## config.mk

```make
export PLATFORM = sky130hd
export DESIGN_NAME = execute_unit
export DESIGN_NICKNAME = d
export VERILOG_FILES = /design/src/hdl/rv_core_pkg.sv /design/src/hdl/execute_unit.sv
export VERILOG_INCLUDE_DIRS = /design/src /design/src/hdl
export SDC_FILE = /design/constraint.sdc
export NUM_CORES = 1
export LEC_CHECK = 0
export CORE_MARGIN = 8
export CORE_UTILIZATION = 24
export DETAILED_ROUTE_END_ITERATION = 16
export DONT_BUFFER_PORTS = 1
export SETUP_SLACK_MARGIN = 0.1
export SKIP_LAST_GASP = 1
export SLEW_MARGIN = 30
export SYNTH_ARGS = -nofsm -noshare
export SYNTH_HDL_FRONTEND = slang
export SYNTH_SLANG_ARGS = --single-unit
```

## constraint.sdc

```tcl
create_clock -name vclk -period 31.7
set_clock_uncertainty 0.2 [all_clocks]
set_input_delay 9.51 -clock vclk [all_inputs]
set_output_delay 9.51 -clock vclk [all_outputs]
set_load 0.02 [all_outputs]
```

## src/hdl/rv_core_config.svh

```systemverilog
`ifndef RV_CORE_CONFIG_SVH
`define RV_CORE_CONFIG_SVH

// Data path width
`define RV_XLEN 32

// Byte PC width
`define RV_PC_W 12

// Instruction memory depth in 32-bit words
`define RV_IMEM_WORDS 256

// Data memory depth in 32-bit words
`define RV_DMEM_WORDS 256

`endif

```

## src/hdl/rv_core_pkg.sv

```systemverilog
`default_nettype none

package rv_core_pkg;
	`include "rv_core_config.svh"

	// Derived memory index widths
	localparam int IMEM_AW = $clog2(`RV_IMEM_WORDS);
	localparam int DMEM_AW = $clog2(`RV_DMEM_WORDS);

	typedef logic [`RV_XLEN-1:0] word_t;
	typedef logic [`RV_PC_W-1:0] pc_t;
	typedef logic [4:0]          reg_idx_t;
	typedef logic [IMEM_AW-1:0]  imem_addr_t;

	// Major opcodes of the supported subset
	typedef enum logic [6:0] {
		OPC_OP     = 7'b0110011,
		OPC_OP_IMM = 7'b0010011,
		OPC_LUI    = 7'b0110111,
		OPC_LOAD   = 7'b0000011,
		OPC_STORE  = 7'b0100011,
		OPC_BRANCH = 7'b1100011,
		OPC_JAL    = 7'b1101111
	} opcode_e;

	typedef enum logic [2:0] {
		ALU_ADD, ALU_SUB, ALU_AND, ALU_OR, ALU_XOR, ALU_SLT, ALU_PASS_B
	} alu_op_e;

	// Operand source seen by execute
	typedef enum logic [1:0] {
		FWD_RF, FWD_MEM, FWD_WB
	} fwd_sel_e;

	// All zeros is a bubble
	typedef struct packed {
		alu_op_e alu_op;
		logic    use_imm;
		logic    reg_we;
		logic    mem_re;
		logic    mem_we;
		logic    is_branch;
		logic    branch_ne;
		logic    is_jal;
		logic    valid;
	} ctrl_t;

	typedef struct packed {
		pc_t         pc;
		logic [31:0] inst;
	} if_id_t;

	typedef struct packed {
		ctrl_t    ctrl;
		pc_t      pc;
		word_t    rs1_data;
		word_t    rs2_data;
		word_t    imm;
		reg_idx_t rs1;
		reg_idx_t rs2;
		reg_idx_t rd;
	} id_exe_t;

	typedef struct packed {
		ctrl_t    ctrl;
		pc_t      pc;
		word_t    alu_result;
		word_t    store_data;
		reg_idx_t rd;
	} exe_mem_t;

	typedef struct packed {
		ctrl_t    ctrl;
		pc_t      pc;
		word_t    wb_data;
		reg_idx_t rd;
	} mem_wb_t;

	// One word on the program load port
	typedef struct packed {
		imem_addr_t  addr;
		logic [31:0] inst;
	} prog_t;

	typedef struct packed {
		pc_t      pc;
		reg_idx_t rd;
		logic     reg_we;
		word_t    data;
	} retire_t;
endpackage

`default_nettype wire

```

## src/hdl/execute_unit.sv

```systemverilog
`timescale 1ns/1ns
`default_nettype none

module execute_unit import rv_core_pkg::*; (
	input  wire id_exe_t  stage_in,
	input  wire fwd_sel_e fwd_a,
	input  wire fwd_sel_e fwd_b,
	input  wire word_t    mem_result,
	input  wire word_t    wb_result,
	output word_t         alu_result,
	output word_t         store_data,
	output logic          branch_taken,
	output pc_t           target
);
	word_t op_a, op_b, alu_b, alu_out;
	logic  equal;

	// Forwarding muxes
	always_comb begin
		case (fwd_a)
			FWD_MEM: op_a = mem_result;
			FWD_WB:  op_a = wb_result;
			default: op_a = stage_in.rs1_data;
		endcase
		case (fwd_b)
			FWD_MEM: op_b = mem_result;
			FWD_WB:  op_b = wb_result;
			default: op_b = stage_in.rs2_data;
		endcase
	end

	// Store data is the forwarded rs2, never the immediate
	assign store_data = op_b;
	assign alu_b = stage_in.ctrl.use_imm ? stage_in.imm : op_b;

	always_comb begin
		case (stage_in.ctrl.alu_op)
			ALU_SUB:    alu_out = op_a - alu_b;
			ALU_AND:    alu_out = op_a & alu_b;
			ALU_OR:     alu_out = op_a | alu_b;
			ALU_XOR:    alu_out = op_a ^ alu_b;
			ALU_SLT:    alu_out = word_t'($signed(op_a) < $signed(alu_b));
			// LUI
			ALU_PASS_B: alu_out = alu_b;
			default:    alu_out = op_a + alu_b;
		endcase
	end

	// Link address for JAL
	assign alu_result = stage_in.ctrl.is_jal ? word_t'(stage_in.pc + pc_t'(4)) : alu_out;

	// BEQ/BNE compare on forwarded registers
	assign equal = (op_a == op_b);
	assign branch_taken = stage_in.ctrl.valid &&
		(stage_in.ctrl.is_jal || (stage_in.ctrl.is_branch && (equal ^ stage_in.ctrl.branch_ne)));
	assign target = stage_in.pc + pc_t'(stage_in.imm);
endmodule

`default_nettype wire

```

# Yosys cells after proc, flatten, opt, wreduce, memory -nomap -nowiden
# Cells that the tools add are included.
# Widths: inputs -> output; s select.
totals:
  register_bits: 0
  output_inout_bits: 77
op_classes:
  n_bitwise: 4
  n_lt_le_gt_ge: 1
  mux: 5
  eq_ne: 11
  n_reduce_logical: 3
  n_addsub: 4
ops:
  columns: ["op", "n"]
  rows:
  - ["$pmux 32 s6", 1]
  - ["$pmux 32 s2", 2]
  - ["$mux 32", 2]
  - ["$add 32x32->32", 1]
  - ["$and 32x32->32", 1]
  - ["$eq 32x32->1", 1]
  - ["$lt 32x32->1", 1]
  - ["$or 32x32->32", 1]
  - ["$sub 32x32->32", 1]
  - ["$xor 32x32->32", 1]
  - ["$add 12x3->13 const B", 1]
  - ["$add 12x12->12", 1]
  - ["$eq 3x3->1 const B", 3]
  - ["$eq 3x2->1 const B", 2]
  - ["$eq 2x1->1 const B", 2]
  - ["$eq 2x2->1 const B", 2]
  - ["$eq 3x1->1 const B", 1]
  - ["$logic_and 1x1->1", 2]
  - ["$logic_or 1x1->1", 1]
  - ["$xor 1x1->1", 1]

# Logic depth before layout (Yosys ltp)
# Gate-level depths: netlist of run 1.
logic_depth:
  depth_word: 7
  depth_mapped: 20
  mapped_depth_nobuf: 18

# Least setup slack after synthesis of run 1
# No wires, ideal clock.
synth_timing:
  path_kind: "input -> output"
  from: "in fwd_b[0]"
  to: "out alu_result[31]"
  t_arrival_ns: 13.923
  path_buffers: 4
  cell_stages: 20
  setup_slack_ns: 8.067
  required_ns: 21.990
  path_cell_list: "inv_1 ha_1 clkbuf_1 clkbuf_1 clkbuf_1 nand2_1 o21ai_0 mux2i_1 inv_1 ha_1 clkbuf_1 o211ai_1 a21oi_1 and2_1 o41a_1 a31o_1 o31a_1 a21oi_1 nand2_1 a311oi_1"
synth_between:
  elab_chain_len: 6
  elab_cells_between_ends: 11
  classes_between: "add/sub (2); eq/ne (2); mux (4); bitwise (3)"
synth_lines:
  columns: ["element", "line", "source"]
  rows:
  - ["start: declaration", "execute_unit.sv:7", "input wire fwd_sel_e fwd_b,"]
  - ["$eq 2x2->1 / $eq 2x1->1 (equally long branches)", "execute_unit.sv:25", "case (fwd_b)"]
  - ["$pmux 32 s2 *", "execute_unit.sv:25", null]
  - ["net store_data[4]", "execute_unit.sv:11", "output word_t store_data,"]
  - ["$mux 32 *", "execute_unit.sv:34", "assign alu_b = stage_in.ctrl.use_imm ? stage_in.imm : op_b;"]
  - ["$add 32x32->32 / $sub 32x32->32 (equally long branches)", "execute_unit.sv:45, execute_unit.sv:38", null]
  - ["$pmux 32 s6 *", "execute_unit.sv:37", "case (stage_in.ctrl.alu_op)"]
  - ["$mux 32 *", "execute_unit.sv:50", "assign alu_result = stage_in.ctrl.is_jal ? word_t'(stage_in.pc + pc_t'(4)) : alu_out;"]
  - ["end: declaration", "execute_unit.sv:10", "output word_t alu_result,"]
# Mark *: on every way through the listed nets, which the timed path passes. The rest lies on a longest branch.

# Worst setup path in the final report of run 1
layout_timing:
  from: "in fwd_b[1]"
  to: "out alu_result[30]"
# The elaborated chain is that of the path after synthesis.

==> results of run 1 <==
==> worst min path at each step <==
| stage | from | endpoint | slack [ns] | depth (start not counted) |
|---|---|---|---|---|
| after floorplan | stage_in[113] | alu_result[2] | 18.95 | 1 |
| after global placement | stage_in[124] | alu_result[29] | 18.89 | 1 |
| after detailed placement | stage_in[124] | alu_result[29] | 18.89 | 1 |
| after CTS | stage_in[124] | alu_result[29] | 18.89 | 1 |
| final | stage_in[124] | alu_result[29] | 18.91 | 1 |
| after global routing | stage_in[124] | alu_result[29] | 18.90 | 1 |
==> power breakdown <==
part           switching, uW  internal, uW  leakage [uW]
combinational            172          86.7       0.00351
sequential                 0             0             0
clock                      0    0.00000877  0.0000000127
total                    172          86.7       0.00351
==> cell usage after synthesis (all sizes together), types with 5 or more instances <==
library cell | number | share of area
a2111oi | 5 | 0.0063
a211oi | 12 | 0.011
a21boi | 6 | 0.0056
a21o | 13 | 0.012
a21oi | 171 | 0.11
a221o | 8 | 0.010
a221oi | 17 | 0.019
a22oi | 72 | 0.068
a31oi | 15 | 0.012
and3 | 9 | 0.0070
buf | 10 | 0.0050
clkbuf | 79 | 0.037
ha | 112 | 0.18
inv | 122 | 0.057
mux2 | 18 | 0.025
mux2i | 16 | 0.020
nand2 | 92 | 0.043
nand2b | 12 | 0.0094
nand3 | 23 | 0.014
nand4 | 6 | 0.0047
nor2 | 129 | 0.061
nor2b | 5 | 0.0039
nor3 | 31 | 0.019
nor4 | 10 | 0.0086
o211ai | 10 | 0.0094
o21a | 6 | 0.0056
o21ai | 107 | 0.067
o21bai | 10 | 0.0094
o221ai | 14 | 0.015
o22ai | 7 | 0.0055
o31ai | 9 | 0.0085
xnor2 | 54 | 0.059
xor2 | 15 | 0.016
==> layout make-up <==
| cell class | count | area [um2] |
|---|---|---|
| fill | 3791 | 24700 |
| multi-input combinational | 1066 | 7190 |
| tap | 448 | 561 |
| inverter | 124 | 465 |
| timing repair buffer | 31 | 233 |
| antenna | 2 | 5.00 |
==> per-layer routing <==
metal / global-route usage / wire length, um / up-vias
met3: 0.0398 / 3600 / 51
li1: - / - / 4517
met2: 0.321 / 18600 / 529
met5: 0 / 0 / -
met1: 0.226 / 15700 / 4603
met4: 0.0648 / 1460 / 0
==> cells by family after synthesis <==
family                   synth area share
multiplexers                       0.0454
AO/OA/AOI/OAI                       0.410
buffers and inverters               0.100
adder cells (fa/ha/maj)             0.183
AND/OR/NAND/NOR                     0.185
XOR/XNOR                           0.0757
==> stage by stage <==
| stage | utilization | total power (uW) | setup slack [ns] | std cells |
|---|---|---|---|---|
| 6_report | 0.255 | 258 | 6.89 | 1671 |
| 5_1_grt | 0.255 | 281 | 6.58 | 1669 |
| 4_1_cts | 0.255 | 255 | 6.89 | 1669 |
| 3_5_place_dp | 0.255 | 254 | 6.90 | 1669 |
| 3_3_place_gp | 0.255 | 250 | 6.99 | 1669 |
| 2_1_floorplan | - | 193 | 8.07 | 1279 |
==> metrics.log, run 1 <==
INFO  metric synthesis.nets = 1,596
INFO  metric layout.sequential_cells = 0
INFO  metric commonest_cells_after_routing_fill_and_taps_aside = 171 x sky130_fd_sc_hd__a21oi_1, 129 x sky130_fd_sc_hd__nor2_1, 120 x sky130_fd_sc_hd__inv_1, 110 x sky130_fd_sc_hd__ha_1, 94 x sky130_fd_sc_hd__o21ai_0
INFO  metric fraction_of_final_layout_cells_with_drive_strength_greater_than_1 = 0.0508
INFO  metric floorplan.die_area = 39,400 um2
INFO  metric result_of_the_run = completed
INFO  metric fin_crit = 24.81 ns
INFO  metric critical_path.startpoint = fwd_b[1]
INFO  metric leakage = 0.00351 uW
INFO  metric fmax = 0.0403 GHz
INFO  metric layout.cells.most_common = sky130_fd_sc_hd__a21oi_1
INFO  metric timing.critical_path.buf_inv = 3
INFO  metric final_design_area_no_fill = 8460 um2
INFO  metric antenna_violation_net_count_after_detailed_routing = 0
INFO  metric timing.critical_path.slowest_cell_delay = 0.79 ns
INFO  metric maxSlewHeadroom = 0.312
INFO  metric worst_ep_arrival_time = 15.10 ns
INFO  metric worstMarginPinSlew = 1.02 ns
INFO  metric drc_errors = 0
INFO  metric core.rowCount = 67
INFO  metric vias_in_the_first_global_route = 9,097
INFO  metric initial_utilization = 0.241
INFO  metric sequential_cell_area_fraction_in_the_yosys_report = 0
INFO  metric setup.worst_path.start_class = primary input
INFO  metric postPlaceCellArea = 8450 um2
INFO  metric core-area = 33,100 um2
INFO  metric syn_inst = 1,279
INFO  metric synth.yosys.warnings = 0
INFO  metric report.final.setup_viol = 0
INFO  metric timing_hold_violations_final = 0
INFO  metric post_synth_instance_area = 7990 um2
INFO  metric grt_setup_unrepaired = no
INFO  metric worst_hold_slack = 18.91 ns
INFO  metric postCtsSetupRepairBufs = 0
INFO  metric vdd_ir_drop_max = 0.0000166 V
INFO  metric max-cap-violations = 0
INFO  metric wire_length_of_the_first_global_routing_pass = 57.2 mm
INFO  metric power_density = 30.5 nW/um2
INFO  metric io_buffers = 0
INFO  metric slew_limit_fails = 0
INFO  metric track_usage = 0.186
INFO  metric critical_path.slowest_cell = sky130_fd_sc_hd__o21ai_0
INFO  metric width_of_the_chip = 198 um
INFO  metric layout_worst_path_cycle_share = 0.783
INFO  metric syn-mean-instance-area = 6.25 um2
INFO  metric die_height = 198 um
INFO  metric dr.pass1.iters = 7
INFO  metric vias_per_cell = 5.80
INFO  metric worstHoldPathType = primary input to output port
INFO  metric crit_family = compound AO/OA/AOI/OAI gates
INFO  metric seq_area = 0 um2
INFO  metric cp.depth = 18
INFO  metric synth_cell_type_count = 67
INFO  metric cp.required = 21.99 ns
INFO  metric io-pin-count = 279
INFO  metric worstSetupPathType = primary input to output port
INFO  metric flow.area_growth_from_synthesis = 5.89%
INFO  metric routed_wire_length_per_instance = 23.5 um
INFO  metric routed_wl = 39.3 mm
INFO  metric endpoint_kind = output port
INFO  metric cts_hold_repair.buffers = 0
INFO  metric antenna_found_initial = 0
INFO  metric crit_fanout = 21
INFO  metric dpl.hpwl = 32.6 mm
INFO  metric gp_routability_congestion = 0.945
INFO  metric maximum_number_of_pins_on_one_net_before_global_route_repair = 71
INFO  metric grt_overflow_total = 0
INFO  metric vias = 9,700
INFO  metric cells_traversed_along_the_worst_timing_path = inv_1, ha_1, buf_4, a22oi_1, o21ai_0, mux2_2, ha_1, inv_1, fa_1, nand2b_1, a21oi_1, o21ai_1, o31a_1, a41oi_1, o21ai_1, a21oi_1, mux2i_1, a211oi_1
INFO  metric post_cts_resize_count = 0
INFO  metric tns = 0 ns
INFO  metric layout.nets = 1,540
INFO  metric first_iter_violations = 743
INFO  metric clkbuf_count = 0
INFO  metric crit_end = alu_result[30]
Power figures use the tool's default switching activity.
==> run 2: changes to the inputs <==
- ABC_AREA: default -> 1
- clock period: 31.7 -> 20.3 ns (I/O delays scaled with it)
==> run 2 against run 1 <==
Against the previous run:
- die area grew 13%
- utilization shrank 0.34 points
- global-route usage grew 0.93 points
- via count grew 19%
- combinational power grew 99%
- final cell count grew 32%
- critical path depth shrank 1
- largest power group unchanged
- critical path type unchanged
- cell area grew 12%
- wire length grew 18%
==> metrics.log, run 2 <==
INFO  metric endpoint_kind = output port
INFO  metric seq_area = 0 um2
INFO  metric fmax = 0.0591 GHz
INFO  metric layout.sequential_cells = 0
INFO  metric synth_cell_type_count = 53
INFO  metric routed_wire_length_per_instance = 21.0 um
INFO  metric crit_end = alu_result[26]
INFO  metric io-pin-count = 279
INFO  metric placed_cells_incl_taps = 2,207
INFO  metric critical_path.slowest_cell = sky130_fd_sc_hd__inv_2
INFO  metric core.rowCount = 71
INFO  metric track_usage = 0.195
INFO  metric flow.area_growth_from_synthesis = 3.95%
INFO  metric post_synth_instance_area = 9090 um2
INFO  metric timing.critical_path.slowest_cell_delay = 0.69 ns
INFO  metric layout_worst_path_cycle_share = 0.833
INFO  metric cp.depth = 17
INFO  metric cp_common_cell = sky130_fd_sc_hd__nand2_1
INFO  metric vias_per_cell = 5.25
INFO  metric worstSetupPathType = primary input to output port
INFO  metric critical_path.startpoint = fwd_b[0]
INFO  metric clkbuf_count = 0
INFO  metric dr.pass1.iters = 5
INFO  metric gp_routability_congestion = 0.966
INFO  metric final_design_area_no_fill = 9450 um2
INFO  metric routed_wl = 46.3 mm
INFO  metric antenna_violation_net_count_after_detailed_routing = 0
INFO  metric maxSlewHeadroom = 0.305
INFO  metric layout.cells.most_common = sky130_fd_sc_hd__nand2_1
INFO  metric syn-mean-instance-area = 5.19 um2
INFO  metric cells_traversed_along_the_worst_timing_path = inv_1, ha_1, inv_2, or2_1, nand2_1, o21ai_0, ha_1, inv_1, a21oi_1, o21ai_0, a21oi_1, o21a_1, nand3_1, nand2_1, o21ai_1, nand2_1, nor2_1
INFO  metric leakage = 0.00459 uW
INFO  metric report.final.setup_viol = 0
INFO  metric sequential_cell_area_fraction_in_the_yosys_report = 0
INFO  metric floorplan.die_area = 44,400 um2
INFO  metric synth_area_leaders = sky130_fd_sc_hd__nand2_1 22%, sky130_fd_sc_hd__ha_1 15%, sky130_fd_sc_hd__inv_1 8.1%
INFO  metric cts_hold_repair.buffers = 0
INFO  metric dpl.hpwl = 39.1 mm
INFO  metric io_buffers = 0
INFO  metric post_cts_resize_count = 0
INFO  metric worstMarginPinSlew = 1.04 ns
INFO  metric slew_limit_fails = 0
INFO  metric worst_ep_arrival_time = 10.62 ns
INFO  metric dpl_worst_slack = 3.54 ns
INFO  metric synthesis.nets = 2,067
INFO  metric postCtsSetupRepairBufs = 0
INFO  metric width_of_the_chip = 211 um
INFO  metric result_of_the_run = completed
INFO  metric timing.critical_path.buf_inv = 3
INFO  metric n_antenna_cell = 0
INFO  metric postPlaceCellArea = 9440 um2
INFO  metric drc_errors = 0
INFO  metric crit_fanout = 64
INFO  metric commonest_cells_after_routing_fill_and_taps_aside = 524 x sky130_fd_sc_hd__nand2_1, 197 x sky130_fd_sc_hd__inv_1, 158 x sky130_fd_sc_hd__nor2_1, 144 x sky130_fd_sc_hd__nand3_1, 139 x sky130_fd_sc_hd__a21oi_1
INFO  metric synth.top_cell.area_share = 0.216
INFO  metric vdd_ir_drop_max = 0.0000235 V
INFO  metric fraction_of_final_layout_cells_with_drive_strength_greater_than_1 = 0.0625
INFO  metric yosys-top-cells-count = 524 x sky130_fd_sc_hd__nand2_1, 197 x sky130_fd_sc_hd__inv_1, 158 x sky130_fd_sc_hd__nor2_1
INFO  metric wire_length_of_the_first_global_routing_pass = 67.9 mm
INFO  metric layout.nets = 2,015
INFO  metric total_power = 514 uW
INFO  metric crit_family = compound AO/OA/AOI/OAI gates
INFO  metric power_density = 54.4 nW/um2
INFO  metric min_delay_startpoint = stage_in[124]
INFO  metric first_iter_violations = 1,148
INFO  metric netlist.top_cell.by_area = sky130_fd_sc_hd__nand2_1
INFO  metric layoutNonFillerInstCount = 2,207
INFO  metric core-area = 37,500 um2
INFO  metric tns = 0 ns
INFO  metric synthMostInstantiatedCell = sky130_fd_sc_hd__nand2_1
INFO  metric grt_overflow_total = 0
INFO  metric vias = 11,586
INFO  metric max-cap-violations = 0
INFO  metric antenna_found_initial = 1
INFO  metric setup.worst_path.start_class = primary input
INFO  metric maximum_number_of_pins_on_one_net_before_global_route_repair = 65
INFO  metric vias_in_the_first_global_route = 10,836
INFO  metric die_height = 211 um
INFO  metric initial_utilization = 0.242
INFO  metric grt_setup_unrepaired = no
INFO  metric fin_crit = 16.91 ns
INFO  metric syn_inst = 1,750
INFO  metric synth.yosys.warnings = 0
INFO  metric final.setup.worst_slack = 3.39 ns
INFO  metric worstHoldPathType = primary input to output port
INFO  metric cp.required = 14.01 ns
INFO  metric timing_hold_violations_final = 0
[run 2: cell count changes after synthesis, sizes merged, moves of 22 or more]
cell / previous run / this run
nand2: 92 / 547
nand3: 23 / 147
inv: 122 / 229
a22oi: 72 / 1
clkbuf: 79 / 18
or2: 4 / 56
xnor2: 54 / 12
buf: 10 / 47
nor2: 129 / 160
a21oi: 171 / 142
o21ai: 107 / 129
[run 2: stage by stage]
step / util / hold WS (ns)
4_1_cts: 0.252 / 12.10
2_1_floorplan: - / 12.08
3_5_place_dp: 0.252 / 12.10
6_report: 0.252 / 12.10
3_3_place_gp: 0.252 / 12.10
5_1_grt: 0.252 / 12.10
[run 2: how the worst min path moves through the flow]
stage                     end  slack (ns)  depth (start not counted)
2_1_floorplan    branch_taken       12.08                          2
3_3_place_gp   alu_result[24]       12.10                          1
3_5_place_dp   alu_result[24]       12.10                          1
4_1_cts        alu_result[24]       12.10                          1
5_1_grt        alu_result[24]       12.10                          1
6_report       alu_result[24]       12.10                          1
[run 2: cells by family (layout without fill, tap and decap cells)]
group / Yosys count / count (layout) / synth area share
fa+ha+maj: 115 / 115 / 0.161
buf+inv: 298 / 244 / 0.138
xor+xnor: 31 / 31 / 0.0299
simple gates: 944 / 944 / 0.442
compound gates: 362 / 362 / 0.229
[run 2: area by class of cell]
type,instances,area (um2)
multi-input combinational,1452,7850
fill,4494,28000
inverter,233,876
timing repair buffer,11,82.6
tap,511,639
[run 2: routing by layer]
layer,vias up,routed length (um),GRT usage
met3,39,4280,0.0307
li1,5583,-,-
met1,5342,19500,0.258
met5,-,0,0
met4,0,793,0.0282
met2,622,21700,0.338
[run 2: power breakdown]
group	leakage [uW]	internal [uW]	total (uW)	switching, uW
registers	0	0	0	0
logic	0.00459	140	514	375
clock network	0	0	0	0
total	0.00459	140	514	375
==> run 3: changes to the inputs <==
- ABC_AREA: 1 -> 0
- clock period: 20.3 -> 17.4 ns (I/O delays scaled with it)
==> run 3 against run 2 <==
Against the previous run:
- count of clock-buffer cells in the layout is the same
- critical endpoint is now alu_result[28]
- highest routed layer unchanged
- hold slack lost 1.8 ns
- non-clock buffer count grew 21
- flip-flop and latch count is the same
- largest cell class unchanged
==> metrics.log, run 3 (synthesis gave the netlist of run 1 again) <==
INFO  metric endpoint_kind = output port
INFO  metric crit_fanout = 40
INFO  metric io-pin-count = 279
INFO  metric layout.nets = 1,541
INFO  metric routed_wire_length_per_instance = 23.5 um
INFO  metric layout.sequential_cells = 0
INFO  metric power.share.clock = 0
INFO  metric clkbuf_count = 0
INFO  metric power_frac_seq = 0
INFO  metric worstSetupPathType = primary input to output port
INFO  metric cells_traversed_along_the_worst_timing_path = inv_1, ha_2, o21ai_0, mux2_2, ha_1, inv_1, fa_1, a21oi_1, o21ai_1, a21oi_1, a2111oi_0, nor3_1, nor2_1, or4_1, a31oi_1
INFO  metric track_usage = 0.186
INFO  metric report.final.setup_viol = 0
INFO  metric postCtsSetupRepairBufs = 0
INFO  metric power_density = 55.8 nW/um2
INFO  metric tns = 0 ns
INFO  metric wire_length_of_the_first_global_routing_pass = 57.5 mm
INFO  metric routed_wl = 39.2 mm
INFO  metric vias_per_cell = 5.80
INFO  metric gp_routability_congestion = 0.947
INFO  metric floorplan.die_area = 39,400 um2
INFO  metric total_power = 472 uW
INFO  metric core.rowCount = 67
INFO  metric result_of_the_run = completed
INFO  metric core-area = 33,100 um2
INFO  metric antenna_violation_net_count_after_detailed_routing = 0
INFO  metric layout_worst_path_cycle_share = 0.910
INFO  metric critical_path.slowest_cell = sky130_fd_sc_hd__o21ai_0
INFO  metric leakage = 0.00352 uW
INFO  metric cts_hold_repair.buffers = 0
INFO  metric sw_power = 313 uW
INFO  metric maxSlewHeadroom = 0.303
INFO  metric dpl.hpwl = 32.5 mm
INFO  metric cp.required = 11.98 ns
INFO  metric first_iter_violations = 976
INFO  metric power.combinational.fraction = 1.000
INFO  metric fraction_of_final_layout_cells_with_drive_strength_greater_than_1 = 0.0516
INFO  metric timing_hold_violations_final = 0
INFO  metric switching_part_of_the_total = 0.663
INFO  metric maximum_number_of_pins_on_one_net_before_global_route_repair = 71
INFO  metric setup.worst_path.start_class = primary input
INFO  metric drc_errors = 0
INFO  metric internal_power = 159 uW
INFO  metric grt_overflow_total = 0
INFO  metric vdd_ir_drop_max = 0.0000305 V
INFO  metric worstMarginPinSlew = 1.03 ns
INFO  metric seq_area = 0 um2
INFO  metric io_buffers = 0
INFO  metric layout.cells.most_common = sky130_fd_sc_hd__a21oi_1
INFO  metric final.setup.worst_slack = 1.57 ns
INFO  metric vias_in_the_first_global_route = 9,037
INFO  metric whs_path_depth = 1
INFO  metric dr.pass1.iters = 5
INFO  metric antenna_found_initial = 0
INFO  metric timing.critical_path.slowest_cell_delay = 0.83 ns
INFO  metric area_of_combinational_cells_with_multiple_inputs = 7190 um2
INFO  metric slew_limit_fails = 0
INFO  metric post_cts_resize_count = 0
INFO  metric min_delay_startpoint = stage_in[124]
INFO  metric fmax = 0.0632 GHz
INFO  metric max-cap-violations = 0
INFO  metric fin_crit = 15.83 ns
INFO  metric flow.area_growth_from_synthesis = 5.98%
INFO  metric final_design_area_no_fill = 8470 um2
INFO  metric vias = 9,696
INFO  metric final.fill_count = 3,702
INFO  metric worstHoldEndpoint = alu_result[29]
INFO  metric worst_ep_arrival_time = 10.41 ns
INFO  metric initial_utilization = 0.241
INFO  metric commonest_cells_after_routing_fill_and_taps_aside = 171 x sky130_fd_sc_hd__a21oi_1, 129 x sky130_fd_sc_hd__nor2_1, 120 x sky130_fd_sc_hd__inv_1, 110 x sky130_fd_sc_hd__ha_1
INFO  metric width_of_the_chip = 198 um
INFO  metric postPlaceCellArea = 8460 um2
INFO  metric die_height = 198 um
INFO  metric grt_setup_unrepaired = no
INFO  metric worstHoldPathType = primary input to output port
INFO  metric dpl_worst_slack = 1.65 ns
## run 3: per-stage QoR
step / hold WS, ns / utilization / std cells
after global placement: 10.31 / 0.256 / 1670
after floorplan: 10.37 / - / 1279
final: 10.31 / 0.256 / 1672
after detailed placement: 10.31 / 0.256 / 1670
after CTS: 10.31 / 0.256 / 1670
after global routing: 10.32 / 0.256 / 1670
## run 3: how the worst max path moves through the flow
| stage | start | end | slack [ns] | cells after the start |
|---|---|---|---|---|
| after floorplan | fwd_b[0] | alu_result[31] | 2.35 | 20 |
| after global placement | fwd_b[0] | alu_result[28] | 1.66 | 15 |
| after detailed placement | fwd_b[0] | alu_result[28] | 1.65 | 15 |
| after CTS | fwd_b[0] | alu_result[28] | 1.64 | 15 |
| after global routing | fwd_b[0] | alu_result[25] | 1.35 | 18 |
| final | fwd_b[0] | alu_result[28] | 1.57 | 15 |
## run 3: critical path: cells and delay by family
kind,cells,cell delay (ns)
and+or+nand+nor,3,0.94
adders and majority gates,3,1.17
buffers and inverters,2,0.09
muxes,1,0.34
AOI/OAI and AO/OA,6,2.63
## run 3: layout make-up
type                            count  area share
Tap cell                          448      0.0662
Multi-Input combinational cell   1066       0.850
Inverter                          124      0.0550
Timing Repair Buffer               32      0.0284
Antenna cell                        2    0.000591
## run 3: power by group through the flow
stage	clock network (uW)	logic (uW)	registers (uW)
2_1_floorplan	0	352	0
3_3_place_gp	0	457	0
3_5_place_dp	0	463	0
4_1_cts	0	465	0
5_1_grt	0	514	0
6_report	0.0000155	472	0
## run 3: routing by layer
metal / track usage / vias to the layer above / part of all wire
li1: - / 4524 / -
met1: 0.230 / 4567 / 0.40
met2: 0.321 / 537 / 0.47
met4: 0.0585 / 0 / 0.037
met3: 0.0374 / 68 / 0.096
met5: 0 / - / 0
