`src/hdl/rv_core_config.svh`:
```
`ifndef RV_CORE_CONFIG_SVH
`define RV_CORE_CONFIG_SVH

// Data path width
`define RV_XLEN 32

// Byte PC width
`define RV_PC_W 12

// Instruction memory depth in 32-bit words
`define RV_IMEM_WORDS 256

// Data memory depth in 32-bit words
`define RV_DMEM_WORDS 256

`endif

```
`src/hdl/rv_core_pkg.sv`:
```
`default_nettype none

package rv_core_pkg;
	`include "rv_core_config.svh"

	// Derived memory index widths
	localparam int IMEM_AW = $clog2(`RV_IMEM_WORDS);
	localparam int DMEM_AW = $clog2(`RV_DMEM_WORDS);

	typedef logic [`RV_XLEN-1:0] word_t;
	typedef logic [`RV_PC_W-1:0] pc_t;
	typedef logic [4:0]          reg_idx_t;
	typedef logic [IMEM_AW-1:0]  imem_addr_t;

	// Major opcodes of the supported subset
	typedef enum logic [6:0] {
		OPC_OP     = 7'b0110011,
		OPC_OP_IMM = 7'b0010011,
		OPC_LUI    = 7'b0110111,
		OPC_LOAD   = 7'b0000011,
		OPC_STORE  = 7'b0100011,
		OPC_BRANCH = 7'b1100011,
		OPC_JAL    = 7'b1101111
	} opcode_e;

	typedef enum logic [2:0] {
		ALU_ADD, ALU_SUB, ALU_AND, ALU_OR, ALU_XOR, ALU_SLT, ALU_PASS_B
	} alu_op_e;

	// Operand source seen by execute
	typedef enum logic [1:0] {
		FWD_RF, FWD_MEM, FWD_WB
	} fwd_sel_e;

	// All zeros is a bubble
	typedef struct packed {
		alu_op_e alu_op;
		logic    use_imm;
		logic    reg_we;
		logic    mem_re;
		logic    mem_we;
		logic    is_branch;
		logic    branch_ne;
		logic    is_jal;
		logic    valid;
	} ctrl_t;

	typedef struct packed {
		pc_t         pc;
		logic [31:0] inst;
	} if_id_t;

	typedef struct packed {
		ctrl_t    ctrl;
		pc_t      pc;
		word_t    rs1_data;
		word_t    rs2_data;
		word_t    imm;
		reg_idx_t rs1;
		reg_idx_t rs2;
		reg_idx_t rd;
	} id_exe_t;

	typedef struct packed {
		ctrl_t    ctrl;
		pc_t      pc;
		word_t    alu_result;
		word_t    store_data;
		reg_idx_t rd;
	} exe_mem_t;

	typedef struct packed {
		ctrl_t    ctrl;
		pc_t      pc;
		word_t    wb_data;
		reg_idx_t rd;
	} mem_wb_t;

	// One word on the program load port
	typedef struct packed {
		imem_addr_t  addr;
		logic [31:0] inst;
	} prog_t;

	typedef struct packed {
		pc_t      pc;
		reg_idx_t rd;
		logic     reg_we;
		word_t    data;
	} retire_t;
endpackage

`default_nettype wire

```
`src/hdl/control_unit.sv`:
```
`timescale 1ns/1ns
`default_nettype none

module control_unit import rv_core_pkg::*; (
	input  wire logic        clk,
	input  wire logic        reset,
	input  wire logic        run,
	input  wire logic [31:0] id_inst,
	input  wire id_exe_t     exe_stage,
	input  wire exe_mem_t    mem_stage,
	input  wire logic        branch_taken,
	output ctrl_t            id_ctrl,
	output word_t            id_imm,
	output logic             stall_if,
	output logic             stall_id,
	output logic             flush_id,
	output logic             flush_exe,
	output fwd_sel_e         fwd_a,
	output fwd_sel_e         fwd_b
);
	// Instruction fields
	opcode_e  opcode;
	reg_idx_t rs1, rs2, rd;
	logic     uses_rs1, uses_rs2, load_use;
	fwd_sel_e fwd_a_next, fwd_b_next;

	assign opcode = opcode_e'(id_inst[6:0]);
	assign rs1 = id_inst[19:15];
	assign rs2 = id_inst[24:20];
	assign rd = id_inst[11:7];
	assign uses_rs1 = opcode inside {OPC_OP, OPC_OP_IMM, OPC_LOAD, OPC_STORE, OPC_BRANCH};
	assign uses_rs2 = opcode inside {OPC_OP, OPC_STORE, OPC_BRANCH};

	// Decode into control bits and immediate
	always_comb begin
		id_ctrl = '0;
		id_imm = '0;
		case (opcode)
			OPC_OP, OPC_OP_IMM: begin
				id_ctrl.valid = 1'b1;
				id_ctrl.reg_we = 1'b1;
				id_ctrl.use_imm = (opcode == OPC_OP_IMM);
				id_imm = {{20{id_inst[31]}}, id_inst[31:20]};
				case (id_inst[14:12])
					3'b010: id_ctrl.alu_op = ALU_SLT;
					3'b100: id_ctrl.alu_op = ALU_XOR;
					3'b110: id_ctrl.alu_op = ALU_OR;
					3'b111: id_ctrl.alu_op = ALU_AND;
					// SUB only exists in register form
					default: id_ctrl.alu_op = (opcode == OPC_OP && id_inst[30]) ? ALU_SUB : ALU_ADD;
				endcase
			end
			OPC_LUI: begin
				id_ctrl = '{alu_op: ALU_PASS_B, use_imm: 1'b1, reg_we: 1'b1, valid: 1'b1,
					default: 1'b0};
				id_imm = {id_inst[31:12], 12'b0};
			end
			OPC_LOAD: begin
				id_ctrl = '{alu_op: ALU_ADD, use_imm: 1'b1, reg_we: 1'b1, mem_re: 1'b1,
					valid: 1'b1, default: 1'b0};
				id_imm = {{20{id_inst[31]}}, id_inst[31:20]};
			end
			OPC_STORE: begin
				id_ctrl = '{alu_op: ALU_ADD, use_imm: 1'b1, mem_we: 1'b1, valid: 1'b1,
					default: 1'b0};
				id_imm = {{20{id_inst[31]}}, id_inst[31:25], id_inst[11:7]};
			end
			OPC_BRANCH: begin
				// funct3 bit 0 picks BNE over BEQ
				id_ctrl = '{alu_op: ALU_ADD, is_branch: 1'b1, branch_ne: id_inst[12],
					valid: 1'b1, default: 1'b0};
				id_imm = {{19{id_inst[31]}}, id_inst[31], id_inst[7], id_inst[30:25],
					id_inst[11:8], 1'b0};
			end
			OPC_JAL: begin
				id_ctrl = '{alu_op: ALU_ADD, is_jal: 1'b1, reg_we: 1'b1, valid: 1'b1,
					default: 1'b0};
				id_imm = {{11{id_inst[31]}}, id_inst[31], id_inst[19:12], id_inst[20],
					id_inst[30:21], 1'b0};
			end
			default: ;
		endcase
		// x0 writes are dropped here so nothing downstream sees them
		if (rd == '0)
			id_ctrl.reg_we = 1'b0;
	end

	// Load in execute feeding a source of decode
	assign load_use = exe_stage.ctrl.valid && exe_stage.ctrl.mem_re && exe_stage.rd != '0 &&
		((uses_rs1 && rs1 == exe_stage.rd) || (uses_rs2 && rs2 == exe_stage.rd));

	// Branch redirect and halt override the stall
	assign stall_id = load_use && run && !branch_taken;
	assign stall_if = stall_id;
	assign flush_id = branch_taken || !run;
	assign flush_exe = branch_taken || load_use || !run;

	// Source picked now for the cycle this instruction spends in execute
	function automatic fwd_sel_e pick_src(input reg_idx_t src, input logic used);
		fwd_sel_e sel;
		sel = FWD_RF;
		if (used && src != '0) begin
			// Instruction now in execute will sit in memory next cycle
			if (exe_stage.ctrl.valid && exe_stage.ctrl.reg_we && exe_stage.rd == src)
				sel = FWD_MEM;
			else if (mem_stage.ctrl.valid && mem_stage.ctrl.reg_we && mem_stage.rd == src)
				sel = FWD_WB;
		end
		return sel;
	endfunction

	// Also follows the execute and memory stage fields read inside pick_src
	always_comb begin
		fwd_a_next = pick_src(rs1, uses_rs1);
		fwd_b_next = pick_src(rs2, uses_rs2);
	end

	// Moves with the ID/EXE register and falls back to register reads on a bubble
	always_ff @(posedge clk) begin
		if (reset || flush_exe) begin
			fwd_a <= FWD_RF;
			fwd_b <= FWD_RF;
		end else begin
			fwd_a <= fwd_a_next;
			fwd_b <= fwd_b_next;
		end
	end

	// The instruction that redirects is never the load behind a stall
	a_no_stall_on_redirect: assert property (@(posedge clk) disable iff (reset)
		!(load_use && branch_taken));
endmodule

`default_nettype wire

```
`config.mk`:
```
export PLATFORM = sky130hd
export DESIGN_NAME = control_unit
export DESIGN_NICKNAME = d
export VERILOG_FILES = /design/src/hdl/rv_core_pkg.sv /design/src/hdl/control_unit.sv
export VERILOG_INCLUDE_DIRS = /design/src /design/src/hdl
export SDC_FILE = /design/constraint.sdc
export NUM_CORES = 1
export LEC_CHECK = 0
export ABC_AREA = 0
export BUFFER_PORTS_ARGS = -buffer_cell sky130_fd_sc_hd__buf_2
export CAP_MARGIN = 0
export CORE_AREA = 4 4 120 122
export CTS_CLUSTER_SIZE = 16
export DETAILED_ROUTE_END_ITERATION = 10
export DIE_AREA = 0 0 124 126
export HOLD_SLACK_MARGIN = 0.02
export PLACE_DENSITY = 0.38
export RECOVER_POWER = 100
export SYNTH_ARGS = -nofsm -noshare
export SYNTH_HDL_FRONTEND = slang
export SYNTH_SLANG_ARGS = --single-unit
```
`constraint.sdc`:
```
create_clock -name clk -period 1.4 [get_ports clk]
set_input_delay 0.07 -clock clk [delete_from_list [all_inputs] [get_ports clk]]
set_output_delay 0.07 -clock clk [all_outputs]
set_load 0.02 [all_outputs]
```
Word-level counts from Yosys, hierarchy flattened
Index checks and enable logic that the tools add are counted.

Logic and storage cells: 70. Bits in registers: 4. Output and inout bits: 51. Bits of input ports: 262.

Reduce and logical (&&, ||, !) cells: 36. Equal/unequal tests: 17. Muxes and demuxes: 11. Bitwise logic cells: 2.

Operator list (number): 32-bit one-hot mux with 5 select lines (1); 5-bit == test (6); 5-bit one-hot mux with 5 select lines (1); 7-bit by 6-bit == test with 1-bit output, second input constant (3); 5-bit one-hot mux with 4 select lines (1); 5-bit nonzero test (4); 1-bit logical AND (16); 7-bit == test, second input constant (2); 3-bit one-hot mux with 4 select lines (1); 3-bit == test, second input constant (3); 3-bit OR reduction (3); 7-bit by 2-bit == test with 1-bit output, second input constant (1); 7-bit by 5-bit == test with 1-bit output, second input constant (1); 7-bit OR reduction (1); 2-bit OR reduction (3); 5-bit logical NOT (1); 1-bit logical OR (5); 1-bit two-way mux (5); 2-bit two-way mux (2); 3-bit by 2-bit == test with 1-bit output, second input constant (1); 3-bit nonzero test (1); 1-bit logical NOT (2); 1-bit inverter (2).

Longest topological paths before layout
Gate-level depths: netlist of run 1.

Depth in word-level cells: 9. Gate-level depth with buffers: 7. Gate-level depth less buffers: 5.

Worst setup path before layout of run 1
OpenSTA, ideal clock, no wires.

Kind: input -> output. Start point: in id_inst[4]. End point: out stall_if. Required time: 1.330 ns. Stages: 6. Path slack: -0.236 ns. Path buffers: 1. Data arrival time: 1.566 ns. Path through: nand2b_2 nand2_2 or3b_1 a21oi_2 nor2b_1 buf_4.

Longest elaborated chain between the ends: 7. Elaborated cells between the ends (all ways): 13. Those cells by class: eq/ne: 5; reduce/logical: 8.

RTL lines: start: declaration (line control_unit.sv:8) `input wire logic [31:0] id_inst,`; 7-bit by 6-bit == test with 1-bit output, or another cell as far along (line control_unit.sv:31, control_unit.sv:32); 5-bit nonzero test / 3-bit nonzero test (equally long branches) (line control_unit.sv:31, control_unit.sv:32); 1-bit logical AND (line control_unit.sv:90) `((uses_rs1 && rs1 == exe_stage.rd) || (uses_rs2 && rs2 == exe_stage.rd));`; 1-bit logical OR * (line control_unit.sv:90); 1-bit logical AND * (line control_unit.sv:89) `assign load_use = exe_stage.ctrl.valid && exe_stage.ctrl.mem_re && exe_stage.rd != '0 &&`; 1-bit logical AND * (2 in a row) (line control_unit.sv:93) `assign stall_id = load_use && run && !branch_taken;`; end: declaration (line control_unit.sv:14) `output logic stall_if,`.

Mark *: on every way between the ends. The rest lies on a longest branch, timed or not.

Final worst setup path of run 1
Start point: in id_inst[2]. End point: out id_imm[3].

Longest elaborated chain between the ends: 3. Elaborated cells between the ends (all ways): 9. Those cells by class: eq/ne: 7; mux: 1; reduce/logical: 1.

RTL lines: 7-bit by 6-bit == test with 1-bit output, or another cell as far along (line control_unit.sv:38) `case (opcode)`; 3-bit OR reduction (no line); 32-bit one-hot mux with 5 select lines * (line control_unit.sv:38); end: declaration (line control_unit.sv:13) `output word_t id_imm,`.

Marks and branches as above.

==> results of run 1 <==
## metrics by stage
step                      power (mW)  area [µm²]
after floorplan                0.283        1050
final                           1.08        2570
after detailed placement       0.532        2030
after global routing            1.14        2570
after global placement         0.532        2030
after CTS                       1.01        2230
## layer usage
| metal | global-route usage, % | vias to the layer above |
|---|---|---|
| met5 | 0 | - |
| met4 | 0.773 | 6 |
| met3 | 3.05 | 8 |
| met2 | 13.4 | 77 |
| met1 | 11.6 | 784 |
| li1 | - | 830 |
## worst max-delay path by stage
stage,startpoint,endpoint,slack [ps]
finish,id_inst[2],id_imm[3],-60
global route,id_inst[16],stall_if,-110
global placement,exe_stage[1],fwd_b[1]$_SDFF_PP0_,-240
CTS,id_inst[20],stall_if,-80
floorplan,id_inst[4],id_imm[31],7
detailed placement,exe_stage[1],fwd_a[0]$_SDFF_PP0_,-320
## state kept, by name, summed over array words and instances, names as in the netlist
name   flops
fwd_a      2
fwd_b      2
## cell usage in the layout (no fill, tap or decap), types with 3 or more instances in the layout
cell / netlist / final
sky130_fd_sc_hd__nor4_2: 1 / 3
sky130_fd_sc_hd__nor2_1: 5 / 3
sky130_fd_sc_hd__clkbuf_2: 0 / 6
sky130_fd_sc_hd__xnor2_1: 20 / 11
sky130_fd_sc_hd__nor2b_4: 0 / 3
sky130_fd_sc_hd__dfxtp_1: 4 / 4
sky130_fd_sc_hd__a22o_1: 4 / 4
sky130_fd_sc_hd__a21o_1: 22 / 22
sky130_fd_sc_hd__xnor2_2: 0 / 9
sky130_fd_sc_hd__buf_4: 1 / 48
sky130_fd_sc_hd__buf_6: 0 / 28
sky130_fd_sc_hd__buf_2: 4 / 55
sky130_fd_sc_hd__nand4_1: 4 / 4
sky130_fd_sc_hd__clkbuf_16: 0 / 3
sky130_fd_sc_hd__and2_1: 8 / 5
sky130_fd_sc_hd__nand2_1: 11 / 10
sky130_fd_sc_hd__clkbuf_1: 1 / 10
sky130_fd_sc_hd__nand3_1: 9 / 6
sky130_fd_sc_hd__a21oi_2: 1 / 3
sky130_fd_sc_hd__nor3_1: 5 / 5
sky130_fd_sc_hd__buf_8: 0 / 3
## logic make-up (layout without fill, tap and decap cells)
| group | count (synthesis) | after routing | share of synthesized area, % |
|---|---|---|---|
| AND/OR/NAND/NOR | 67 | 67 | 38.3 |
| flip-flops | 4 | 4 | 7.78 |
| buffers and inverters | 8 | 155 | 3.77 |
| XOR/XNOR | 21 | 21 | 17.9 |
| AO/OA/AOI/OAI | 42 | 42 | 31.3 |
| multiplexers | 1 | 1 | 0.972 |
## critical path: cells and delay by family
| kind | cells | cell delay (ps) |
|---|---|---|
| buffers and inverters | 4 | 470 |
| AND/OR/NAND/NOR | 2 | 460 |
| AO/OA/AOI/OAI | 2 | 380 |
## power by group through the flow
stage | combinational, mW | sequential (mW) | clock (mW)
after detailed placement | 0.416 | 0.116 | 0
after global routing | 0.564 | 0.115 | 0.457
after floorplan | 0.167 | 0.116 | 0
after global placement | 0.415 | 0.116 | 0
final | 0.524 | 0.115 | 0.438
after CTS | 0.443 | 0.115 | 0.447
## area by class of cell
cell class | instances | area (µm²)
well taps | 176 | 220
clock buffers | 3 | 75.1
flip-flops and latches | 4 | 80.1
multi-input cells | 131 | 1120
repair buffers | 150 | 1060
fillers | 1500 | 10600
inverters | 2 | 7.51
## timing repair
action / 4_1_cts / 5_1_grt
endpoints found under the setup margin: 21 / 34
gates resized for setup: 29 / 87
pin swaps: 6 / 26
gates cloned: 0 / 2
buffers inserted: 2 / 6
==> flow_metrics.py, run 1 <==
metrics = {
    "hold_path": {
        "hold_path.class": "in2reg",
        "hold_start": "exe_stage[129]",
        "hold-path-cell-count": 3,
        "worst_hold_path.endpoint": "fwd_b[0]$_SDFF_PP0_",
    },
    "worst_setup_path": {
        "crit_required_ps": 1330,
        "start_kind": "input port",
        "endpoint_kind": "primary output",
        "worst_path_largest_cell_delay_ps": 400,
        "arrival_ps": 1390,
        "crit_fanout": 4,
        "cp_slowest_cell": "sky130_fd_sc_hd__nor3_1",
        "critPathKind": "in2out",
        "critical_path.cell_chain": "buf_8 -> buf_6 -> nand3_4 -> buf_4 -> nor3_1 -> a21o_1 -> a22o_1 -> buf_2",
    },
    "synth": {
        "synth.cells.most_frequent": "sky130_fd_sc_hd__a21o_1, sky130_fd_sc_hd__xnor2_1, sky130_fd_sc_hd__nand2_1",
        "synth_cell_type_count": 39,
        "yosys.area.top_type_share_pct": 17.0,
        "synthesis.area_um2": 1030,
        "postSynth.topFlopCell": "sky130_fd_sc_hd__dfxtp_1",
        "synthArstFlopShare_pct": 0,
        "post_synth_inst_count": 143,
        "synth.yosys.warnings": 0,
        "synthMostInstantiatedCell": "sky130_fd_sc_hd__a21o_1",
        "cell_types_with_the_largest_area_share_after_synthesis": "sky130_fd_sc_hd__xnor2_1, sky130_fd_sc_hd__a21o_1, sky130_fd_sc_hd__dfxtp_1",
        "syn-num-nets": 405,
        "synth.ff_latch_count": 4,
        "synth-seq-area-share_pct": 7.78,
        "synth_area_leader_cell": "sky130_fd_sc_hd__xnor2_1",
        "avgSynthCellArea_um2": 7.20,
        "synth_edf_count": 0,
    },
    "timing": {
        "drv_slew": 0,
        "setup_repair_after_global_routing_missed_its_margin": "true",
        "worst_path_setup_slack_after_routing_ps": -59.3,
        "timing.max_slew.rel_slack_pct": 68.2,
        "finalSetupViolations": 8,
        "fin_tns_setup_ps": -360,
        "max_freq_mhz": 685,
        "timing.final.crit_share_pct": 104,
        "final-hold-violation-count": 0,
        "worst_pin_slew_ps": 474,
        "final.min_clock_period_ps": 1460,
        "hold-worst-slack_ps": 149,
    },
    "power_and_ir_drop": {
        "power.static_leakage_nw": 1.33,
        "power.net_switching_mw": 0.329,
        "power_density_nw_per_um2": 419,
        "power.sequential.fraction_pct": 10.7,
        "cellInternalPower_mw": 0.748,
        "swShare_pct": 30.5,
        "combinationalPowerShare_pct": 48.6,
        "clkPwrFrac_pct": 40.7,
        "peakVddDrop_mv": 0.271,
    },
    "status": {
        "outcome": "finished with violations",
        "violations": "negative setup slack",
    },
    "cts": {
        "cts_made_buffers": 3,
        "clk_root_buffer_cell": "sky130_fd_sc_hd__clkbuf_16",
        "cts_tree": "yes",
        "clk_pin_slew_ps": 30,
        "holdBufCountCts": 0,
        "worst_case_clock_buffer_depth": 2,
        "clock_tree.htree_level_count": 1,
        "clock-sinks": 4,
    },
    "floorplanning": {
        "core.rowCount": 42,
        "design.portCount": 313,
        "dieHeight_um": 126,
        "fp.dieW_um": 124,
        "floorplan_die_area_um2": 15600,
        "initial_core_util_pct": 7.81,
        "fp.coreArea_um2": 13200,
    },
    "routing": {
        "met2_length_um": 3190,
        "wire_per_inst_um": 15.5,
        "drt-vias-per-instance": 3.66,
        "routed-via-count": 1705,
        "post-route-drc-count": 0,
        "finalWirelength_um": 7210,
        "drt-initial-drc-count": 43,
        "drt-pass1-iter-count": 4,
        "postRouteAntennaNets": 0,
        "highest-signal-layer": "met5",
        "detail_route.wirelength.met1_um": 3280,
        "routed_wl_met3_um": 672,
    },
    "grt": {
        "globalRouteOverflowTotal": 0,
        "global_route.usage.total_pct": 8.50,
        "grt_first_pass_wirelength_um": 10200,
        "vias_in_the_first_global_route": 1801,
        "antenna_found_initial": 3,
        "grt_start_max_net_pins": 15,
    },
    "placed_design": {
        "place_ws_ps": -319,
        "numPlacedInstances": 453,
        "gpl_congestion": 0.793,
        "dp_hpwl_um": 6210,
        "portBuffers": 101,
    },
    "final_layout": {
        "final_cell_count_no_fill": 466,
        "final_core_util_pct": 19.5,
        "antennaDiodeCount": 0,
        "drive_gt1_share_pct": 61.7,
        "syn_to_final_growth_pct": 150,
        "nets": 554,
    },
    "flow_run": {
        "drv.max_cap_violation_count": 0,
    },
}
Power figures use the tool's default switching activity.
==> inputs of run 2 (changes only) <==
Settings changed: CELL_PAD_IN_SITES_DETAIL_PLACEMENT set to 1, CELL_PAD_IN_SITES_GLOBAL_PLACEMENT set to 2, PLACE_DENSITY 0.38 to 0.95.
==> run 2 against run 1 <==
Compared with the run above:
- the run still ends with negative setup slack left
- critical path depth down 2
- first-iteration DRC count is 4.7% higher
- via count fell by 0.47%
- wire length up 6.1%
- global-route usage grew 0.81 points
- critical endpoint is now flush_exe
- largest power group unchanged
==> flow_metrics.py, run 2 (synthesized netlist as in run 1, its figures left out) <==
metrics = {
    "status": {
        "outcome": "finished with violations",
        "violations": "negative setup slack",
    },
    "worst_setup_path": {
        "crit_fanout": 3,
        "worst_path_largest_cell_delay_ps": 530,
        "arrival_ps": 1360,
        "timing.critical_path.from": "exe_stage[1]",
        "critical_path.cell_chain": "buf_6 -> or4_4 -> o2111ai_2 -> a21oi_2 -> or2_1 -> buf_6",
        "start_kind": "input port",
        "endpoint_kind": "primary output",
        "crit_required_ps": 1330,
        "timing.critical_path.buf_inv": 2,
        "critical-path-top-delay-family": "simple AND/OR/NAND/NOR gates",
        "cp_slowest_cell": "sky130_fd_sc_hd__or4_4",
        "path_common_cell": "sky130_fd_sc_hd__buf_6",
        "critPathKind": "in2out",
    },
    "flow_run": {
        "drv.max_cap_violation_count": 0,
    },
    "cts": {
        "cts_tree": "yes",
        "clk_root_buffer_cell": "sky130_fd_sc_hd__clkbuf_16",
        "cts_made_buffers": 3,
        "worst_case_clock_buffer_depth": 2,
        "holdBufCountCts": 0,
        "clock_tree.htree_level_count": 1,
        "clk_pin_slew_ps": 30,
        "clock-sinks": 4,
    },
    "final_layout": {
        "top_regs": "fwd_a x2, fwd_b x2",
        "nets": 543,
        "antennaDiodeCount": 0,
        "footprint_of_the_multi_input_gates_um2": 1070,
        "layout_commonest_cell": "sky130_fd_sc_hd__buf_2",
        "syn_to_final_growth_pct": 132,
        "final_core_util_pct": 18.1,
        "final_cell_count_no_fill": 455,
        "layout.filler_cells": 1594,
        "ff_latch_area_um2": 80.1,
        "layout_common_cells": "sky130_fd_sc_hd__buf_2, sky130_fd_sc_hd__buf_4, sky130_fd_sc_hd__a21o_1",
        "drive_gt1_share_pct": 61.3,
    },
    "timing": {
        "worst_pin_slew_ps": 523,
        "hold-worst-slack_ps": 162,
        "timing.max_slew.rel_slack_pct": 64.7,
        "finalSetupViolations": 3,
        "setup_repair_after_global_routing_missed_its_margin": "true",
        "worst_path_setup_slack_after_routing_ps": -32.5,
        "drv_slew": 0,
        "timing.final.crit_share_pct": 102,
        "max_freq_mhz": 698,
        "final.min_clock_period_ps": 1430,
        "final-hold-violation-count": 0,
    },
    "power_and_ir_drop": {
        "combinationalPowerShare_pct": 46.8,
        "power.net_switching_mw": 0.333,
        "cellInternalPower_mw": 0.712,
        "power_density_nw_per_um2": 438,
        "power.sequential.fraction_pct": 11.0,
        "swShare_pct": 31.9,
        "power.static_leakage_nw": 1.29,
        "clkPwrFrac_pct": 42.2,
        "peakVddDrop_mv": 0.230,
    },
    "routing": {
        "drt-pass1-iter-count": 4,
        "drt-initial-drc-count": 45,
        "postRouteAntennaNets": 0,
        "finalWirelength_um": 7660,
        "routed-via-count": 1697,
        "drt-vias-per-instance": 3.73,
        "wire_per_inst_um": 16.8,
        "post-route-drc-count": 0,
    },
    "grt": {
        "grt_first_pass_wirelength_um": 11100,
        "grt_start_max_net_pins": 10,
        "antenna_found_initial": 0,
        "global_route.usage.total_pct": 9.30,
        "vias_in_the_first_global_route": 1909,
        "globalRouteOverflowTotal": 0,
    },
    "placed_design": {
        "dp_hpwl_um": 6500,
        "portBuffers": 101,
        "place_ws_ps": -311,
        "numPlacedInstances": 447,
        "gpl_congestion": 0.805,
    },
    "hold_path": {
        "hold_start": "exe_stage[129]",
        "worst_hold_path.endpoint": "fwd_a[0]$_SDFF_PP0_",
        "hold-path-cell-count": 3,
        "hold_path.class": "in2reg",
    },
    "floorplanning": {
        "design.portCount": 313,
        "core.rowCount": 42,
        "floorplan_die_area_um2": 15600,
        "initial_core_util_pct": 7.81,
        "fp.dieW_um": 124,
        "fp.coreArea_um2": 13200,
        "dieHeight_um": 126,
    },
}
==> run 2: cell types whose count changed in the layout (fill, tap and decap cells not counted), moves of 2 or more <==
cell	change
sky130_fd_sc_hd__and2_1	+2
sky130_fd_sc_hd__clkbuf_2	-6
sky130_fd_sc_hd__buf_4	-6
sky130_fd_sc_hd__and2_0	-2
sky130_fd_sc_hd__xnor2_1	+4
sky130_fd_sc_hd__xnor2_2	-4
sky130_fd_sc_hd__buf_8	-2
sky130_fd_sc_hd__nor2_4	-2
sky130_fd_sc_hd__buf_12	+2
sky130_fd_sc_hd__buf_6	-14
sky130_fd_sc_hd__buf_2	+24
sky130_fd_sc_hd__and3_4	-2
sky130_fd_sc_hd__clkbuf_1	-10
==> run 2: per-stage QoR <==
| stage | power [mW] | instance area (µm²) | setup TNS [ps] |
|---|---|---|---|
| finish | 1.04 | 2380 | -43.5 |
| global route | 1.09 | 2380 | -372 |
| CTS | 1.02 | 2210 | -188 |
| detailed placement | 0.537 | 2000 | -2010 |
| global placement | 0.524 | 2000 | -1470 |
| floorplan | 0.283 | 1050 | 0 |
==> run 2: worst max path at each step <==
stage,to,slack [ps],cells past startpoint
2_1_floorplan,id_imm[31],7,6
5_1_grt,stall_if,-110,7
3_3_place_gp,fwd_a[0]$_SDFF_PP0_,-300,6
4_1_cts,fwd_a[0]$_SDFF_PP0_,-50,6
3_5_place_dp,fwd_a[0]$_SDFF_PP0_,-310,6
6_report,flush_exe,-30,6
==> run 2: repair_timing <==
item,CTS,global route
endpoints found under the setup margin,27,41
cloned,2,0
buffers inserted,0,3
gates resized for setup,35,35
hold endpoints to repair,0,0
pin swaps,9,9
==> run 2: layout make-up <==
cell class                 instances  area share [%]
tap                              176            9.23
timing repair buffer             139            39.0
clock buffer                       3            3.15
inverter                           2           0.315
multi-input combinational        131            44.9
sequential                         4            3.36
==> run 2: power by group through the flow <==
stage	Sequential, mW	Clock, mW	Combinational (mW)
after global routing	0.115	0.454	0.525
after detailed placement	0.116	0	0.421
after CTS	0.115	0.452	0.455
after global placement	0.116	0	0.408
final	0.115	0.441	0.489
after floorplan	0.116	0	0.167
==> run 2: metal layers <==
metal	up-vias	GRT usage, %	share of wire (%)
met1	806	12.7	46
met4	0	2.45	1.6
li1	810	-	-
met5	-	0	0
met2	70	15.3	47
met3	11	1.26	5.0
==> inputs of run 3 (changes only) <==
Clock period 1.4 ns to 1.3 ns, I/O delays scaled along.
==> run 3 against run 2 <==
Compared with the run above:
- the run still ends with negative setup slack left
- highest routed layer is now met5
- die area stayed put
- setup slack got worse by 170 ps
- non-clock buffer count up 12
- critical path depth up 1
- core utilization rose by 3.6 points
- flip-flop and latch count did not move
- final area up 20%
- global-route usage grew 0.32 points
- sequential power rose by 8%
- via count grew 5.4%
==> flow_metrics.py, run 3 (synthesized netlist as in run 1, its figures left out) <==
metrics = {
    "timing": {
        "final-hold-violation-count": 0,
        "setup_repair_after_global_routing_missed_its_margin": "true",
        "worst_path_setup_slack_after_routing_ps": -199,
        "max_freq_mhz": 667,
        "finalSetupViolations": 8,
        "final.min_clock_period_ps": 1500,
        "fin_tns_setup_ps": -782,
        "worst_pin_slew_ps": 442,
        "hold-worst-slack_ps": 190,
        "timing.max_slew.rel_slack_pct": 70.3,
        "drv_slew": 0,
        "timing.final.crit_share_pct": 115,
    },
    "power_and_ir_drop": {
        "power.sequential.fraction_pct": 9.8,
        "swShare_pct": 32.1,
        "cellInternalPower_mw": 0.861,
        "power.net_switching_mw": 0.407,
        "combinationalPowerShare_pct": 52.6,
        "clkPwrFrac_pct": 37.6,
        "peakVddDrop_mv": 0.424,
        "power.static_leakage_nw": 1.41,
        "power_mw": 1.27,
        "power_density_nw_per_um2": 444,
    },
    "final_layout": {
        "stdcell_area_um2": 2860,
        "final_cell_count_no_fill": 467,
        "drive_gt1_share_pct": 65.3,
        "final_core_util_pct": 21.7,
        "syn_to_final_growth_pct": 177,
        "top_regs": "fwd_a x2, fwd_b x2",
        "layout_common_cells": "sky130_fd_sc_hd__buf_2, sky130_fd_sc_hd__buf_6, sky130_fd_sc_hd__buf_4",
        "nets": 555,
        "layout_commonest_cell": "sky130_fd_sc_hd__buf_2",
        "antennaDiodeCount": 0,
    },
    "cts": {
        "cts_tree": "yes",
        "worst_case_clock_buffer_depth": 2,
        "cts_made_buffers": 3,
        "holdBufCountCts": 0,
        "clock_tree.htree_level_count": 1,
        "clk_pin_slew_ps": 30,
        "clk_root_buffer_cell": "sky130_fd_sc_hd__clkbuf_16",
        "clock-sinks": 4,
    },
    "routing": {
        "postRouteAntennaNets": 0,
        "drt-vias-per-instance": 3.83,
        "wire_per_inst_um": 17.9,
        "post-route-drc-count": 0,
        "finalWirelength_um": 8360,
        "routed-via-count": 1789,
        "drt-pass1-iter-count": 4,
        "drt-initial-drc-count": 53,
    },
    "placed_design": {
        "dp_hpwl_um": 6500,
        "place_ws_ps": -323,
        "numPlacedInstances": 450,
        "gpl_congestion": 0.773,
        "portBuffers": 101,
        "detailed_place.area_um2": 2030,
    },
    "floorplanning": {
        "floorplan_die_area_um2": 15600,
        "fp.coreArea_um2": 13200,
        "dieHeight_um": 126,
        "design.portCount": 313,
        "initial_core_util_pct": 7.81,
        "fp.dieW_um": 124,
        "core.rowCount": 42,
    },
    "worst_setup_path": {
        "crit_required_ps": 1240,
        "critPathKind": "in2out",
        "worst_path_largest_cell_delay_ps": 420,
        "timing.critical_path.buf_inv": 2,
        "start_kind": "input port",
        "critical-path-top-delay-family": "simple AND/OR/NAND/NOR gates",
        "endpoint_kind": "primary output",
        "cp_slowest_cell": "sky130_fd_sc_hd__or3_4",
        "arrival_ps": 1430,
        "critical_path.cell_chain": "buf_2 -> xnor2_2 -> nand3_1 -> or3_4 -> a21oi_4 -> nor2b_4 -> buf_6",
        "crit_fanout": 3,
    },
    "hold_path": {
        "hold_start": "exe_stage[129]",
        "worst_hold_path.endpoint": "fwd_a[0]$_SDFF_PP0_",
        "hold-path-cell-count": 3,
        "hold_path.class": "in2reg",
    },
    "grt": {
        "globalRouteOverflowTotal": 0,
        "grt_start_max_net_pins": 10,
        "grt_first_pass_wirelength_um": 11500,
        "global_route.usage.total_pct": 9.62,
        "antenna_found_initial": 3,
        "vias_in_the_first_global_route": 1933,
    },
    "flow_run": {
        "drv.max_cap_violation_count": 0,
    },
    "status": {
        "violations": "negative setup slack",
        "outcome": "finished with violations",
    },
}
==> run 3: power by group through the flow <==
stage | sequential (mW) | clock [mW] | combinational, mW
after global placement | 0.125 | 0 | 0.439
after detailed placement | 0.125 | 0 | 0.454
final | 0.124 | 0.477 | 0.668
after floorplan | 0.125 | 0 | 0.182
after global routing | 0.124 | 0.493 | 0.709
after CTS | 0.124 | 0.491 | 0.561
==> run 3: worst max-delay path by stage <==
stage,start,endpoint,slack [ps],cells past startpoint
floorplan,id_inst[4],stall_if,-50,6
global placement,exe_stage[1],fwd_b[1]$_SDFF_PP0_,-290,6
detailed placement,exe_stage[1],fwd_a[1]$_SDFF_PP0_,-320,6
CTS,exe_stage[2],stall_if,-210,7
global route,id_inst[21],stall_id,-260,7
finish,id_inst[22],stall_id,-200,7
==> run 3: metal layers <==
metal	vias to the layer above	wire length, µm	track usage (%)
li1	832	-	-
met1	851	3710	13.2
met2	81	3700	15.0
met3	19	783	3.68
met4	6	130	0.773
met5	-	40	0
==> run 3: tightest hold or removal path, delay by kind of cell <==
family / cells / cell delay [ps]
buffers and inverters: 1 / 120
AND/OR/NAND/NOR: 2 / 180
==> run 3: layout make-up <==
cell class              count  area (µm²)
well taps                 176         220
inverters                   2        7.51
clock buffers               3        75.1
repair buffers            151        1230
fillers                  1539       10300
flip-flops and latches      4        80.1
multi-input cells         131        1240
==> run 3: what timing repair did <==
action	4_1_cts	5_1_grt
cloned	2	0
setup endpoints to repair	45	41
resized for setup	104	65
setup buffers	7	7
pin swaps	27	30
